===== src/rtl/tilePkg.sv =====
`default_nettype none

package tilePkg;

    // a tile is 16 by 16 pixels, addressed linearly in raster order
    localparam int TILE_ADDR_BITS = 8;

    localparam int COLOR_BITS = 16; // RGBA4444, red in the top nibble
    localparam int DEPTH_BITS = 16; // unsigned depth, smaller is nearer
    localparam int CHANNEL_BITS = 4; // one colour channel, also the colour RAM lane width

    typedef logic [COLOR_BITS-1:0] colorT;
    typedef logic [DEPTH_BITS-1:0] depthT;

    // each function compares the incoming fragment depth against the stored depth
    typedef enum logic [2:0] {
        depthNever        = 3'd0, // the fragment is always rejected
        depthLess         = 3'd1,
        depthLessEqual    = 3'd2,
        depthEqual        = 3'd3,
        depthGreater      = 3'd4,
        depthGreaterEqual = 3'd5,
        depthNotEqual     = 3'd6,
        depthAlways       = 3'd7  // the fragment passes whatever is stored
    } depthFuncT;

endpackage

`default_nettype wire

===== src/rtl/ramWriteIf.sv =====
`timescale 1ns/10ps
`default_nettype none

// one write port of a simple dual-port RAM
// mask holds one bit per write lane of the data word
interface ramWriteIf #(
    parameter int ADDR_BITS = 8,
    parameter int DATA_BITS = 16,
    parameter int MASK_BITS = 4
);

    logic                 write; // single-cycle write strobe
    logic [ADDR_BITS-1:0] addr;
    logic [DATA_BITS-1:0] data;
    logic [MASK_BITS-1:0] mask; // lanes whose bit is clear keep their old contents

    // the side that produces write requests
    modport source (
        output write,
        output addr,
        output data,
        output mask
    );

    // the RAM side, or a block that forwards the requests on
    modport sink (
        input write,
        input addr,
        input data,
        input mask
    );

endinterface

`default_nettype wire


===== src/rtl/tileClear.sv =====
`timescale 1ns/10ps
`default_nettype none

// clear sequencer, sweeps both buffers with the clear values one address per
// cycle and otherwise hands the fragment writes on to the RAMs
module tileClear #(
    parameter int ADDR_BITS = 8
) (
    input  logic           clk,
    input  logic           reset,
    input  logic           clearStart,
    input  tilePkg::colorT clearColor,
    input  tilePkg::depthT clearDepth,
    output logic           clearBusy,
    ramWriteIf.sink        colorFragWrite,
    ramWriteIf.sink        depthFragWrite,
    ramWriteIf.source      colorWrite,
    ramWriteIf.source      depthWrite
);

    import tilePkg::*;

    typedef enum logic {
        stateIdle,
        stateClearing
    } clearStateT;

    clearStateT           state;
    logic [ADDR_BITS-1:0] clearAddr;
    colorT                clearColorReg; // held for the whole sweep
    depthT                clearDepthReg;

    always_ff @(posedge clk)
    begin
        if (reset)
        begin
            state     <= stateIdle;
            clearAddr <= '0;
        end
        else
        begin
            case (state)
                stateIdle:
                begin
                    if (clearStart)
                    begin
                        state     <= stateClearing;
                        clearAddr <= '0;
                    end
                end
                default:
                begin
                    clearAddr <= clearAddr + 1'b1;
                    if (clearAddr == '1)
                    begin
                        state <= stateIdle; // last address goes out on this edge
                    end
                end
            endcase
        end
    end

    always_ff @(posedge clk)
    begin
        if ((state == stateIdle) && clearStart)
        begin
            clearColorReg <= clearColor;
            clearDepthReg <= clearDepth;
        end
    end

    assign clearBusy = (state == stateClearing);

    // fragment writes arriving during the sweep are dropped
    assign colorWrite.write = clearBusy ? 1'b1 : colorFragWrite.write;
    assign colorWrite.addr  = clearBusy ? clearAddr : colorFragWrite.addr;
    assign colorWrite.data  = clearBusy ? clearColorReg : colorFragWrite.data;
    assign colorWrite.mask  = clearBusy ? '1 : colorFragWrite.mask;

    assign depthWrite.write = clearBusy ? 1'b1 : depthFragWrite.write;
    assign depthWrite.addr  = clearBusy ? clearAddr : depthFragWrite.addr;
    assign depthWrite.data  = clearBusy ? clearDepthReg : depthFragWrite.data;
    assign depthWrite.mask  = clearBusy ? '1 : depthFragWrite.mask;

endmodule

`default_nettype wire


===== src/flat_wrapper.sv =====
// flat-port wrapper written by rule: the top's interface ports become plain ports
module tileClear_flat import tilePkg::*;
#(
    parameter int ADDR_BITS = 8
)
  (clk, reset, clearStart, clearColor, clearDepth, clearBusy, colorFragWrite_write, colorFragWrite_addr, colorFragWrite_data, colorFragWrite_mask, depthFragWrite_write, depthFragWrite_addr, depthFragWrite_data, depthFragWrite_mask, colorWrite_write, colorWrite_addr, colorWrite_data, colorWrite_mask, depthWrite_write, depthWrite_addr, depthWrite_data, depthWrite_mask);
  ramWriteIf #(.ADDR_BITS(ADDR_BITS)) colorFragWrite_i ();
  ramWriteIf #(.ADDR_BITS(ADDR_BITS)) depthFragWrite_i ();
  ramWriteIf #(.ADDR_BITS(ADDR_BITS)) colorWrite_i ();
  ramWriteIf #(.ADDR_BITS(ADDR_BITS)) depthWrite_i ();
  input  logic clk;
  input  logic reset;
  input  logic clearStart;
  input  tilePkg::colorT clearColor;
  input  tilePkg::depthT clearDepth;
  output logic clearBusy;
  input wire logic [$bits(colorFragWrite_i.write)-1:0] colorFragWrite_write;
  input wire logic [$bits(colorFragWrite_i.addr)-1:0] colorFragWrite_addr;
  input wire logic [$bits(colorFragWrite_i.data)-1:0] colorFragWrite_data;
  input wire logic [$bits(colorFragWrite_i.mask)-1:0] colorFragWrite_mask;
  input wire logic [$bits(depthFragWrite_i.write)-1:0] depthFragWrite_write;
  input wire logic [$bits(depthFragWrite_i.addr)-1:0] depthFragWrite_addr;
  input wire logic [$bits(depthFragWrite_i.data)-1:0] depthFragWrite_data;
  input wire logic [$bits(depthFragWrite_i.mask)-1:0] depthFragWrite_mask;
  output wire logic [$bits(colorWrite_i.write)-1:0] colorWrite_write;
  output wire logic [$bits(colorWrite_i.addr)-1:0] colorWrite_addr;
  output wire logic [$bits(colorWrite_i.data)-1:0] colorWrite_data;
  output wire logic [$bits(colorWrite_i.mask)-1:0] colorWrite_mask;
  output wire logic [$bits(depthWrite_i.write)-1:0] depthWrite_write;
  output wire logic [$bits(depthWrite_i.addr)-1:0] depthWrite_addr;
  output wire logic [$bits(depthWrite_i.data)-1:0] depthWrite_data;
  output wire logic [$bits(depthWrite_i.mask)-1:0] depthWrite_mask;
  assign colorFragWrite_i.write = colorFragWrite_write;
  assign colorFragWrite_i.addr = colorFragWrite_addr;
  assign colorFragWrite_i.data = colorFragWrite_data;
  assign colorFragWrite_i.mask = colorFragWrite_mask;
  assign depthFragWrite_i.write = depthFragWrite_write;
  assign depthFragWrite_i.addr = depthFragWrite_addr;
  assign depthFragWrite_i.data = depthFragWrite_data;
  assign depthFragWrite_i.mask = depthFragWrite_mask;
  assign colorWrite_write = colorWrite_i.write;
  assign colorWrite_addr = colorWrite_i.addr;
  assign colorWrite_data = colorWrite_i.data;
  assign colorWrite_mask = colorWrite_i.mask;
  assign depthWrite_write = depthWrite_i.write;
  assign depthWrite_addr = depthWrite_i.addr;
  assign depthWrite_data = depthWrite_i.data;
  assign depthWrite_mask = depthWrite_i.mask;
  tileClear #(.ADDR_BITS(ADDR_BITS)) u_core (.clk(clk), .reset(reset), .clearStart(clearStart), .clearColor(clearColor), .clearDepth(clearDepth), .clearBusy(clearBusy), .colorFragWrite(colorFragWrite_i), .depthFragWrite(depthFragWrite_i), .colorWrite(colorWrite_i), .depthWrite(depthWrite_i));
endmodule

===== config.mk =====
export PLATFORM = sky130hd
export DESIGN_NAME = tileClear_flat
export DESIGN_NICKNAME = d
export VERILOG_FILES = /design/src/rtl/tilePkg.sv /design/src/rtl/ramWriteIf.sv /design/src/rtl/tileClear.sv /design/src/flat_wrapper.sv
export SDC_FILE = /design/constraint.sdc
export NUM_CORES = 1
export LEC_CHECK = 0
export ABC_AREA = 0
export BUFFER_PORTS_ARGS = -buffer_cell sky130_fd_sc_hd__buf_2
export CORE_AREA = 2 2 72 74
export DETAILED_ROUTE_END_ITERATION = 6
export DIE_AREA = 0 0 74 76
export GPL_ROUTABILITY_DRIVEN = 0
export PLACE_DENSITY = 0.8
export REMOVE_ABC_BUFFERS = 1
export SLEW_MARGIN = 20
export SYNTH_ARGS = -nofsm -noshare
export SYNTH_HDL_FRONTEND = slang
export SYNTH_SLANG_ARGS = --single-unit

===== constraint.sdc =====
create_clock -name clk -period 3.25 [get_ports clk]
set_input_delay 0.1625 -clock clk [delete_from_list [all_inputs] [get_ports clk]]
set_output_delay 0.1625 -clock clk [all_outputs]
set_load 0.05 [all_outputs]

==> reports/results.ini <==
[timing]
tightest_slew_ps=738
fin_crit_sh_pct=70.2
final-setup-viol-count=0
grt_setup_unrepaired=no
finalCriticalPeriod_ps=2280
report.final.hold_viol_count=0
fin_setup_tns_ps=0
hold_ws_ps=46.8
max_clock_freq_mhz=438
worst_setup_slack_after_layout_ps=967
max-slew-margin-rel_pct=50.8
timing_max_transition_violations_final=0
timing.clock.skew_ps=4.51

[critical_path]
path_max_fanout=44
setup.reg_to_reg.worst_slack_ps=1120
worst_ep_arrival_time_ps=2120
endpoint_kind=primary output
critPathLaunchType=flip-flop
critPathRequiredTime_ps=3090
critical_path_class=reg -> out

[final_layout]
post_route_cells_drive_above_1_share_pct=63.7
final_cells=390
n_fill_cell=407
area_delta_synth_final_pct=45.9
insertedDiodeCount=0
finish.instance_area_um2=2930
utilization_pct=59.6
final_net_count=413

[cts]
cts_buffers=5
hold_buffers=0
cts.sinks=41
cts.root.buffer_cell=sky130_fd_sc_hd__clkbuf_8
postCtsSetupBuffers=0
cts_tree=yes
ctsResizeCount=0
clock_tree.buffer_depth=2
htree_levels=2
clock_latency_ps=280
clkSlewWorstSetupHoldPaths_ps=80

[floorplan]
number_of_ports_placed_on_the_die_boundary=152
start_util_pct=40.9
die-area_um2=5620
die-width_um=74
chipHeight_um=76
placeableCoreArea_um2=4910
fp-row-count=26

[pwr]
total_power_draw_mw=1.41
powerDensity_nw_per_um2=481
leakage_nw=1.37
peakVddDrop_v=0.000299

[global_route]
globalRouteOverflowTotal=0
globalRouteTotalUtil_pct=15.8
grt_start_max_net_pins=45
first_pass_grt_wire_length_mm=6.98
initial_antenna_violation_count=0
vias_in_the_first_global_route=1665

[synthesis]
postSynthCellCount=169
synthesis.yosys.warnings=0
synth.cell_area_um2=2010
synth-seq-cells=41
synth.yosys.seq_area_share_pct=56.9
syn_area_per_cell_um2=11.9
synth.distinct_cells=29

[status]
outcome=completed

[drt]
postRouteWirelength_mm=4.62
num_vias=1805
drc_errors=0
final_antenna_net_count=0
initialDrtViolationCount=160
drtPass1Iterations=4
wl_per_cell_um=11.8
viasPerCell=4.63

[place]
placedInstanceArea_um2=2820
dp_slack_ps=1110
dp_hpwl_mm=3.58
placement.io_buffers=151
numPlacedInstances=382

[run]
maxCapViolations=0

[hold_path]
worstHoldPathType=in -> reg

worst paths after layout:
path                  startpoint                       to  depth (start not counted)
max             u_core.clearBusy      depthWrite_data[12]                          3
max reg2reg     u_core.clearBusy      u_core.clearAddr[7]                          4
min                clearColor[4]  u_core.clearColorReg[4]                          1
min reg2reg  u_core.clearAddr[6]      u_core.clearAddr[6]                          1
power breakdown:
part	internal, mW	switching [mW]
Sequential	0.594	0.0144
Clock	0.227	0.164
Combinational	0.124	0.284
Total	0.945	0.462
layout make-up:
| cell class | count | area [um^2] | area share, % |
|---|---|---|---|
| clock buffers | 6 | 72.6 | 2.48 |
| clock inverters | 2 | 33.8 | 1.15 |
| inverters | 19 | 71.3 | 2.44 |
| multi-input cells | 99 | 749 | 25.6 |
| flip-flops and latches | 41 | 1140 | 39.0 |
| well taps | 70 | 87.6 | 2.99 |
| repair buffers | 153 | 771 | 26.3 |
registers in the layout, indices dropped and copies added (netlist names):
register              count
u_core.clearAddr          8
u_core.clearBusy          1
u_core.clearColorReg     16
u_core.clearDepthReg     16
placed cells by master (no fill, tap or decap), drive strengths merged, types with 2 or more instances in the layout:
master,count
nor2,3
or2,10
nand2,10
edfxtp,32
inv,19
dfxtp,9
o41ai,2
nand4,2
nand3,2
a21oi,6
buf,153
mux2,32
o21ai,17
clkbuf,6
nor3,3
o2111ai,2
synth_stat cells:
| cell type | instances | share of area [%] |
|---|---|---|
| sky130_fd_sc_hd__nor3_1 | 3 | 0.75 |
| sky130_fd_sc_hd__mux2i_1 | 1 | 0.50 |
| sky130_fd_sc_hd__o41ai_1 | 2 | 0.87 |
| sky130_fd_sc_hd__nand2_1 | 10 | 1.9 |
| sky130_fd_sc_hd__clkbuf_2 | 1 | 0.25 |
| sky130_fd_sc_hd__edfxtp_1 | 32 | 48 |
| sky130_fd_sc_hd__or3_2 | 1 | 0.37 |
| sky130_fd_sc_hd__clkbuf_1 | 3 | 0.56 |
| sky130_fd_sc_hd__nor3b_1 | 1 | 0.37 |
| sky130_fd_sc_hd__dfxtp_1 | 9 | 9.0 |
| sky130_fd_sc_hd__buf_2 | 5 | 1.2 |
| sky130_fd_sc_hd__a41oi_1 | 1 | 0.44 |
| sky130_fd_sc_hd__nand4_2 | 1 | 0.62 |
| sky130_fd_sc_hd__o21ai_0 | 17 | 4.2 |
| sky130_fd_sc_hd__buf_1 | 1 | 0.19 |
| sky130_fd_sc_hd__or2_2 | 10 | 3.1 |
| sky130_fd_sc_hd__a21oi_1 | 6 | 1.5 |
| sky130_fd_sc_hd__ha_1 | 1 | 0.62 |
| sky130_fd_sc_hd__a211oi_1 | 1 | 0.37 |
| sky130_fd_sc_hd__o211ai_1 | 1 | 0.37 |
| sky130_fd_sc_hd__inv_1 | 19 | 3.6 |
| sky130_fd_sc_hd__nor2_1 | 3 | 0.56 |
| sky130_fd_sc_hd__mux2_2 | 32 | 18 |
| sky130_fd_sc_hd__nand3_1 | 2 | 0.50 |
| sky130_fd_sc_hd__nand4_1 | 1 | 0.31 |
| sky130_fd_sc_hd__or4_1 | 1 | 0.37 |
| sky130_fd_sc_hd__o2111ai_1 | 2 | 0.87 |
| sky130_fd_sc_hd__nand2b_1 | 1 | 0.31 |
| sky130_fd_sc_hd__o311ai_0 | 1 | 0.44 |
critical path, stage by stage (launching register included):
cell and delay [ps]:
sky130_fd_sc_hd__dfxtp_2 690, sky130_fd_sc_hd__buf_4 500, sky130_fd_sc_hd__mux2_2 400, sky130_fd_sc_hd__buf_2 210
metal layers:
metal	up-vias	track usage (%)	part of all wire (%)
li1	905	-	-
met1	781	16.2	35
met2	110	29.5	53
met3	9	4.76	10
met4	0	5.45	1.7
met5	-	0	0
logic make-up after synthesis:
| group | synth area share, % |
|---|---|
| AOI/OAI and AO/OA | 9.10 |
| adders and majority gates | 0.623 |
| buffers and inverters | 5.80 |
| DFF | 56.9 |
| muxes | 18.5 |
| and+or+nand+nor | 9.17 |
Power figures use the tool's default switching activity.
