[src/rtl/tilePkg.sv]
`default_nettype none

package tilePkg;

    // a tile is 16 by 16 pixels, addressed linearly in raster order
    localparam int TILE_ADDR_BITS = 8;

    localparam int COLOR_BITS = 16; // RGBA4444, red in the top nibble
    localparam int DEPTH_BITS = 16; // unsigned depth, smaller is nearer
    localparam int CHANNEL_BITS = 4; // one colour channel, also the colour RAM lane width

    typedef logic [COLOR_BITS-1:0] colorT;
    typedef logic [DEPTH_BITS-1:0] depthT;

    // each function compares the incoming fragment depth against the stored depth
    typedef enum logic [2:0] {
        depthNever        = 3'd0, // the fragment is always rejected
        depthLess         = 3'd1,
        depthLessEqual    = 3'd2,
        depthEqual        = 3'd3,
        depthGreater      = 3'd4,
        depthGreaterEqual = 3'd5,
        depthNotEqual     = 3'd6,
        depthAlways       = 3'd7  // the fragment passes whatever is stored
    } depthFuncT;

endpackage

`default_nettype wire
[src/rtl/tileReadback.sv]
`timescale 1ns/10ps
`default_nettype none

// readback streamer, scans the colour buffer in address order
// and sends out one pixel per cycle
module tileReadback #(
    parameter int ADDR_BITS = 8
) (
    input  logic                 clk,
    input  logic                 reset,
    input  logic                 readStart,
    output logic                 readBusy,
    output logic [ADDR_BITS-1:0] colorReadAddr,
    input  tilePkg::colorT       colorReadData,
    output logic                 pixelValid,
    output logic [ADDR_BITS-1:0] pixelIndex,
    output tilePkg::colorT       pixelData
);

    logic                 scanActive; // high while addresses are being issued
    logic [ADDR_BITS-1:0] scanAddr;

    always_ff @(posedge clk)
    begin
        if (reset)
        begin
            scanActive <= 1'b0;
            scanAddr   <= '0;
            pixelValid <= 1'b0;
        end
        else
        begin
            if (!scanActive && readStart)
            begin
                scanActive <= 1'b1;
                scanAddr   <= '0;
            end
            else if (scanActive)
            begin
                scanAddr <= scanAddr + 1'b1;
                if (scanAddr == '1)
                begin
                    scanActive <= 1'b0; // the final address is in the RAM now
                end
            end
            pixelValid <= scanActive; // the RAM output trails its address by one cycle
        end
    end

    always_ff @(posedge clk)
    begin
        pixelIndex <= scanAddr;
    end

    assign colorReadAddr = scanAddr;
    assign pixelData     = colorReadData; // already registered inside the RAM

    // stays up until the last pixel has left
    assign readBusy = scanActive || pixelValid;

endmodule

`default_nettype wire

[config.mk]
export PLATFORM = sky130hd
export DESIGN_NAME = tileReadback
export DESIGN_NICKNAME = d
export VERILOG_FILES = /design/src/rtl/tilePkg.sv /design/src/rtl/tileReadback.sv
export SDC_FILE = /design/constraint.sdc
export NUM_CORES = 1
export LEC_CHECK = 0
export BUFFER_PORTS_ARGS = -buffer_cell sky130_fd_sc_hd__buf_4
export CELL_PAD_IN_SITES_DETAIL_PLACEMENT = 1
export CELL_PAD_IN_SITES_GLOBAL_PLACEMENT = 1
export CORE_MARGIN = 5
export CORE_UTILIZATION = 26
export CTS_CLUSTER_DIAMETER = 30
export DETAILED_ROUTE_END_ITERATION = 8
export GPL_TIMING_DRIVEN = 0
export PLACE_DENSITY_LB_ADDON = 0.1
export SKIP_CTS_REPAIR_TIMING = 1
export SYNTH_ARGS = -nofsm -noshare
export SYNTH_HDL_FRONTEND = slang
export SYNTH_SLANG_ARGS = --single-unit
[constraint.sdc]
create_clock -name clk -period 1.6 [get_ports clk]
set_input_delay 0.08 -clock clk [delete_from_list [all_inputs] [get_ports clk]]
set_output_delay 0.08 -clock clk [all_outputs]
set_load 0.02 [all_outputs]
==> results of run 1 <==
layer usage:
metal / wire length [um] / vias up
li1: - / 300
met1: 711 / 277
met2: 845 / 39
met3: 180 / 4
met4: 38 / 0
met5: 0 / -
synthesized netlist by cell type:
cell type	n
inv_1	2
or4_1	1
a21oi_1	3
or3_1	2
buf_4	16
nand2_1	3
o221a_2	1
nor2_1	6
o31ai_1	1
nand2_2	1
o21ai_0	2
ha_1	1
xor2_1	3
or2_2	1
dfxtp_1	18
xnor2_1	1
a21o_1	1
buf_6	1
mux2i_1	1
nand4_1	5
critical path, stage by stage, from the launching register on:
cell	delay, ps
dfxtp_2	420
ha_1	190
nand4_1	200
or3_1	400
a21oi_1	140
cell families (layout without fill, tap and decap cells):
group,Yosys count,in the layout,synth area share
simple gates,19,19,0.138
fa+ha+maj,1,1,0.0177
flops,18,18,0.511
buf+inv,19,59,0.197
xor+xnor,4,4,0.0497
mux,1,1,0.0142
compound gates,8,8,0.0727
worst max path at each step:
| stage | start | endpoint | depth (start not counted) |
|---|---|---|---|
| final | colorReadAddr[0] | colorReadAddr[6] | 4 |
| after global routing | colorReadAddr[0] | colorReadAddr[6] | 4 |
| after CTS | colorReadAddr[0] | colorReadAddr[6] | 4 |
| after detailed placement | colorReadAddr[0] | colorReadAddr[6] | 4 |
| after global placement | colorReadAddr[0] | colorReadAddr[6] | 4 |
| after floorplan | colorReadAddr[0] | colorReadAddr[6] | 4 |
final cells by class:
| type | count | area, um2 | share of cell area |
|---|---|---|---|
| plain buffers | 17 | 131 | 0.125 |
| clock buffers | 3 | 22.5 | 0.0215 |
| inverters | 2 | 7.51 | 0.00716 |
| multi-input cells | 33 | 206 | 0.197 |
| flip-flops and latches | 18 | 363 | 0.346 |
| well taps | 30 | 37.5 | 0.0358 |
| repair buffers | 37 | 280 | 0.267 |
power breakdown:
group          internal [mW]  switching, mW  leakage, nW  total (mW)
combinational         0.0780         0.0712        0.335       0.149
sequential             0.456        0.00728        0.147       0.464
clock                 0.0875          0.132       0.0138       0.219
total                  0.622          0.210        0.495       0.832
stage by stage:
| step | hold slack (ps) | utilization | power [mW] |
|---|---|---|---|
| 3_5_place_dp | 257 | 0.398 | 0.623 |
| 2_1_floorplan | 147 | - | 0.565 |
| 6_report | 73.6 | 0.412 | 0.832 |
| 3_3_place_gp | 256 | 0.398 | 0.620 |
| 5_1_grt | 65.9 | 0.412 | 0.877 |
| 4_1_cts | -58.7 | 0.407 | 0.838 |
state kept, by name, indices dropped and copies added, names as in the netlist:
signal and flops:
scanActive 1, pixelIndex 8, colorReadAddr 8, pixelValid 1
==> summary.txt, run 1 <==
Status
  • Run status: finished clean

Setup path
  • Setup slack, reg-to-reg: 200 ps
  • Req. time, crit path: 1830 ps
  • R2R Path End: colorReadAddr[6]
  • Worst Path Max Fanout: 7
  • CP Data Arrival Time: 1630 ps
  • Crit Path Class: register to register
  • CP Capture Type: register
  • Worst R2R Path Depth: 4
  • Crit Reg-Reg Startpoint: colorReadAddr[0]
  • CP Launch Type: register

Placed design
  • Post-placement cell count: 136
  • GPL Wtd Cong: 0.708
  • Port bufs: 36
  • Placed instance area: 1010 um2
  • Detailed placement HPWL: 1450 um
  • Worst slack, placed: 91.9 ps

Routing
  • DR WL/cell: 12.7 um
  • Router iterations before antenna repair: 3
  • Via-to-Cell Ratio: 4.43
  • Vias: 620
  • Final wirelength: 1780 um
  • Number of remaining DRC errors: 0
  • DRT iter0 DRCs: 2
  • Post-route ant nets: 0

Floorplanning
  • Row cnt: 18
  • I/O Pins: 53
  • Full die area: 3860 um2
  • Core Region: 2540 um2
  • Initial core utilization: 0.277
  • Die W: 62.1 um
  • Die Y: 62.1 um

Power
  • Worst IR Drop VDD: 0.000360 V
  • LEAKAGE: 0.495 nW
  • Pwr Density: 794 nW/um2

Hold path
  • Hold Path End: scanActive
  • Worst hold start: readStart
  • Hold path cells: 2
  • Worst hold path class: input port to register

Yosys
  • Synth Instances: 70
  • FF+latch count, synth: 18
  • Yosys warning count: 0
  • Sequential area share after synthesis: 0.511
  • Top post-synthesis cells by area: dfxtp_1, buf_4, nand4_1
  • Post-Syn Area per Cell: 10.1 um2
  • Synthesized area: 706 um2
  • Yosys cell types: 20
  • Syn nets: 90
  • Yosys top cell area share: 0.511
  • Area leader, netlist: dfxtp_1

Global routing
  • Met1 Use GR: 0.110
  • Busiest grt layer: met2
  • Largest net degree at the start of global routing: 11
  • Grt total ovfl: 0
  • Vias in the first global route: 676
  • Total GRT Usage: 0.102
  • Initial antenna violation count: 0
  • Grt met3 use: 0.0227
  • Met2 Usage GRT: 0.178
  • First-pass GRT wire length: 2820 um

Final layout
  • Fin area: 1050 um2
  • Fin nets: 132
  • Final std cells w/o fill: 140
  • Syn-to-layout area delta: 48.6%
  • ANT cells: 0
  • Most frequent cells in the layout: buf_4, dfxtp_1, nor2_1
  • Commonest non-fill, non-tap cell in the layout: buf_4
  • Fillers: 315
  • Share of post-route cells with drive strength above 1: 0.555

STA
  • Final period util: 0.876
  • Slew headroom: 0.808
  • Min cycle time layout: 1400 ps
  • Final setup margin: 199 ps
  • Setup Skew: 6.53 ps
  • Slew @ Worst Pin: 287 ps
  • Fin. Hold Viols: 0
  • Setup tns final: 0 ps
  • Slew Viols, Final: 0
  • Final setup fails: 0
  • Fmax: 714 MHz
  • RSZ-0062 raised after global routing: false

Clock network
  • CTS Buffer Depth: 2
  • Worst-skew pair later-pin latency: 290 ps
  • Clock root cell: clkbuf_4
  • CTS tree: built
  • CTS sink cnt: 18
  • H-Tree Depth: 1
  • Num CTS Buffers: 3
  • Clk slew on worst S/H paths: 100 ps

Job
  • Max-cap violations: 0
Power figures use the tool's default switching activity.
==> run 2: changes to the inputs <==
--- a/config.mk
+++ b/config.mk
@@ -8,7 +8,7 @@
 export BUFFER_PORTS_ARGS = -buffer_cell sky130_fd_sc_hd__buf_4
 export CELL_PAD_IN_SITES_DETAIL_PLACEMENT = 1
 export CELL_PAD_IN_SITES_GLOBAL_PLACEMENT = 1
-export CORE_MARGIN = 5
+export CORE_MARGIN = 8
 export CORE_UTILIZATION = 26
 export CTS_CLUSTER_DIAMETER = 30
 export DETAILED_ROUTE_END_ITERATION = 8
==> summary.txt, run 2 (synthesis gave the netlist of run 1 again) <==
Hold path
  • Worst hold start: readStart
  • Hold Path End: scanActive
  • Hold path cells: 2
  • Worst hold path class: input port to register

Routing
  • Number of remaining DRC errors: 0
  • DR WL/cell: 13.4 um
  • Router iterations before antenna repair: 2
  • Post-route ant nets: 0
  • Via-to-Cell Ratio: 4.42
  • Final wirelength: 1910 um
  • Vias: 628
  • DRT iter0 DRCs: 15

Job
  • Max-cap violations: 0

Final layout
  • Commonest non-fill, non-tap cell in the layout: buf_4
  • Share of post-route cells with drive strength above 1: 0.559
  • Fillers: 328
  • Final std cells w/o fill: 142
  • Syn-to-layout area delta: 50.7%
  • Fin nets: 132
  • Most frequent cells in the layout: buf_4, dfxtp_1, nor2_1
  • ANT cells: 0

Floorplanning
  • I/O Pins: 53
  • Die W: 68.1 um
  • Row cnt: 19
  • Core Region: 2660 um2
  • Die Y: 68.1 um
  • Initial core utilization: 0.265
  • Full die area: 4640 um2

Global routing
  • First-pass GRT wire length: 3020 um
  • Met1 Use GR: 0.0831
  • Grt met3 use: 0.0426
  • Largest net degree at the start of global routing: 11
  • Met2 Usage GRT: 0.138
  • Vias in the first global route: 698
  • Busiest grt layer: met2
  • Initial antenna violation count: 0
  • Grt total ovfl: 0
  • Total GRT Usage: 0.0873

Placed design
  • GPL Wtd Cong: 0.698
  • Port bufs: 36
  • Post-placement cell count: 137

Clock network
  • H-Tree Depth: 1
  • Clock root cell: clkbuf_4
  • Clk slew on worst S/H paths: 100 ps
  • CTS Buffer Depth: 2
  • Worst-skew pair later-pin latency: 300 ps
  • CTS tree: built
  • Num CTS Buffers: 3
  • CTS sink cnt: 18

Power
  • Total power: 0.895 mW
  • LEAKAGE: 0.503 nW
  • Worst IR Drop VDD: 0.000337 V
  • Pwr Density: 842 nW/um2

STA
  • Slew @ Worst Pin: 298 ps
  • Fmax: 708 MHz
  • Setup tns final: 0 ps
  • Fin. Hold Viols: 0
  • Min cycle time layout: 1410 ps
  • Setup Skew: 5.94 ps
  • Slew headroom: 0.801
  • Slew Viols, Final: 0
  • Final period util: 0.882
  • RSZ-0062 raised after global routing: false
  • Final setup fails: 0

Setup path
  • CP Data Arrival Time: 1640 ps
  • Setup slack, reg-to-reg: 190 ps
  • Worst Path Max Fanout: 7
  • Req. time, crit path: 1830 ps
  • CP Launch Type: register
  • Crit Reg-Reg Startpoint: colorReadAddr[0]
  • CP Capture Type: register
  • Worst R2R Path Depth: 4
  • R2R Path End: colorReadAddr[6]
  • Crit Path Class: register to register

Status
  • Run status: finished clean
-- run 2: changes by cell type in the layout (fill, tap and decap cells not counted) --
cell,previous run,this run
clkbuf_8,0,1
-- run 2: cell type report --
cell class / count / area, um2 / area share
flip-flops and latches: 18 / 363 / 0.341
well taps: 31 / 38.8 / 0.0365
inverters: 2 / 7.51 / 0.00706
multi-input cells: 33 / 206 / 0.194
repair buffers: 37 / 280 / 0.264
clock buffers: 4 / 36.3 / 0.0341
plain buffers: 17 / 131 / 0.124
-- run 2: worst max path at each step --
stage	start	endpoint	slack, ps
floorplan	colorReadAddr[0]	colorReadAddr[6]	150
global placement	colorReadAddr[0]	colorReadAddr[6]	130
detailed placement	colorReadAddr[0]	colorReadAddr[6]	130
CTS	colorReadAddr[0]	colorReadAddr[6]	90
global route	colorReadAddr[0]	colorReadAddr[6]	80
finish	colorReadAddr[0]	colorReadAddr[6]	190
-- run 2: metrics by stage --
step / hold WS (ps) / utilization / worst slack [ps] / instance area [um2]
5_1_grt: 59.2 / 0.399 / 82.3 / 1060
2_1_floorplan: 147 / - / 153 / 706
3_3_place_gp: 256 / 0.381 / 127 / 1010
3_5_place_dp: 260 / 0.381 / 130 / 1010
6_report: 62.9 / 0.399 / 188 / 1060
4_1_cts: -68.5 / 0.395 / 89.3 / 1050
-- run 2: per-layer routing --
metal,up-vias,routed length (um)
li1,302,-
met1,284,737
met2,37,882
met3,5,225
met4,0,64
met5,-,0
-- run 2: worst max-delay path, stage by stage, from the launching register on --
cell,delay (ps)
dfxtp_2,420
ha_1,190
nand4_1,200
or3_1,400
a21oi_1,140
-- run 2: power breakdown --
part / internal, mW / total [mW] / leakage (nW) / switching (mW)
clock: 0.139 / 0.282 / 0.0210 / 0.143
sequential: 0.456 / 0.464 / 0.147 / 0.00724
combinational: 0.0779 / 0.150 / 0.335 / 0.0717
total: 0.673 / 0.895 / 0.503 / 0.222
==> run 3: changes to the inputs <==
--- a/config.mk
+++ b/config.mk
@@ -8,6 +8,7 @@
 export BUFFER_PORTS_ARGS = -buffer_cell sky130_fd_sc_hd__buf_4
 export CELL_PAD_IN_SITES_DETAIL_PLACEMENT = 1
 export CELL_PAD_IN_SITES_GLOBAL_PLACEMENT = 1
+export CORE_ASPECT_RATIO = 1.25
 export CORE_MARGIN = 8
 export CORE_UTILIZATION = 26
 export CTS_CLUSTER_DIAMETER = 30
==> summary.txt, run 3 (synthesis gave the netlist of run 1 again) <==
Setup path
  • CP Launch Type: register
  • R2R Path End: colorReadAddr[6]
  • Crit Path Class: register to register
  • Worst R2R Path Depth: 4
  • Req. time, crit path: 1820 ps
  • Worst Setup SP: colorReadAddr[0]
  • WP buf/inv: 0
  • Setup slack, reg-to-reg: 200 ps
  • Crit-path leading delay family: simple AND/OR/NAND/NOR gates
  • CP Data Arrival Time: 1620 ps
  • CP endpoint: colorReadAddr[6]
  • Slowest CP cell: dfxtp_2
  • CP peak stage delay: 410 ps
  • Crit Reg-Reg Startpoint: colorReadAddr[0]
  • Worst path cell trace: ha_1 -> nand4_1 -> or3_1 -> a21oi_1
  • CP Capture Type: register
  • Worst Path Max Fanout: 7
  • Cell depth of the worst setup path: 4

STA
  • Slew Viols, Final: 0
  • Fin. Hold Viols: 0
  • Slew @ Worst Pin: 284 ps
  • Slew headroom: 0.810
  • RSZ-0062 raised after global routing: false
  • Final period util: 0.874
  • Setup tns final: 0 ps
  • Min cycle time layout: 1400 ps
  • Setup Skew: 2.24 ps
  • Final setup fails: 0
  • Fmax: 715 MHz

Job
  • Max-cap violations: 0

Final layout
  • Syn-to-layout area delta: 51.2%
  • Fin nets: 132
  • Final std cells w/o fill: 145
  • Final core utilization: 0.406
  • Most frequent cells in the layout: buf_4, dfxtp_1, nor2_1
  • Fin area: 1070 um2
  • ANT cells: 0
  • Commonest non-fill, non-tap cell in the layout: buf_4
  • Share of post-route cells with drive strength above 1: 0.559

Power
  • Total power: 0.886 mW
  • LEAKAGE: 0.503 nW
  • Worst IR Drop VDD: 0.000297 V
  • Pwr Density: 831 nW/um2

Floorplanning
  • Die Y: 74.2 um
  • Full die area: 4650 um2
  • Core Region: 2630 um2
  • Initial core utilization: 0.269
  • Die W: 62.6 um
  • I/O Pins: 53
  • Row cnt: 21

Hold path
  • Worst hold path class: input port to register
  • Hold path cells: 2

Routing
  • Via-to-Cell Ratio: 4.24
  • Final wirelength: 1910 um
  • Vias: 615
  • DRT iter0 DRCs: 9
  • Post-route ant nets: 0
  • DR WL/cell: 13.2 um
  • Number of remaining DRC errors: 0
  • Router iterations before antenna repair: 2

Placed design
  • GPL Wtd Cong: 0.736
  • Port bufs: 36
  • Detailed placement HPWL: 1560 um
  • Post-placement cell count: 140
  • Placed instance area: 1020 um2

Global routing
  • Total GRT Usage: 0.0843
  • Vias in the first global route: 699
  • Largest net degree at the start of global routing: 11
  • Initial antenna violation count: 0
  • First-pass GRT wire length: 3130 um
  • Grt total ovfl: 0

Clock network
  • Clk slew on worst S/H paths: 100 ps
  • Worst-skew pair later-pin latency: 280 ps
  • Clock root cell: clkbuf_4
  • CTS Buffer Depth: 2
  • CTS tree: built
  • CTS sink cnt: 18
  • Num CTS Buffers: 3
  • H-Tree Depth: 1

Status
  • Run status: finished clean
-- run 3: final cells by class --
cell class	instances	area, um2
well taps	34	42.5
fillers	331	1560
repair buffers	37	280
plain buffers	17	131
clock buffers	4	36.3
inverters	2	7.51
multi-input cells	33	206
flip-flops and latches	18	363
-- run 3: worst register-to-register path: stages, from the launching register on --
cell and delay (ps):
dfxtp_2 410, ha_1 180, nand4_1 200, or3_1 400, a21oi_1 150
-- run 3: worst min-delay path by stage --
stage                          from         end
after CTS                     reset  pixelValid
final                     readStart  scanActive
after floorplan               reset  pixelValid
after global routing      readStart  scanActive
after detailed placement      reset  pixelValid
after global placement        reset  pixelValid
-- run 3: report_power, final --
group / internal, mW / total [mW] / leakage, nW / switching [mW]
Combinational: 0.0779 / 0.149 / 0.335 / 0.0714
Sequential: 0.456 / 0.463 / 0.147 / 0.00675
Clock: 0.138 / 0.274 / 0.0210 / 0.136
Total: 0.673 / 0.886 / 0.503 / 0.214
-- run 3: stage by stage --
step / setup WS, ps / hold WS [ps]
global placement: 126 / 256
CTS: 99.4 / -50.6
detailed placement: 136 / 261
floorplan: 153 / 147
global route: 104 / 52.8
finish: 201 / 72.3
-- run 3: per-layer routing --
metal  wire, um  vias up  GRT usage
met5          0        -          0
met4         31        0     0.0457
met3        183        2     0.0407
met2        931       34      0.149
met1        768      279     0.0807
li1           -      300          -
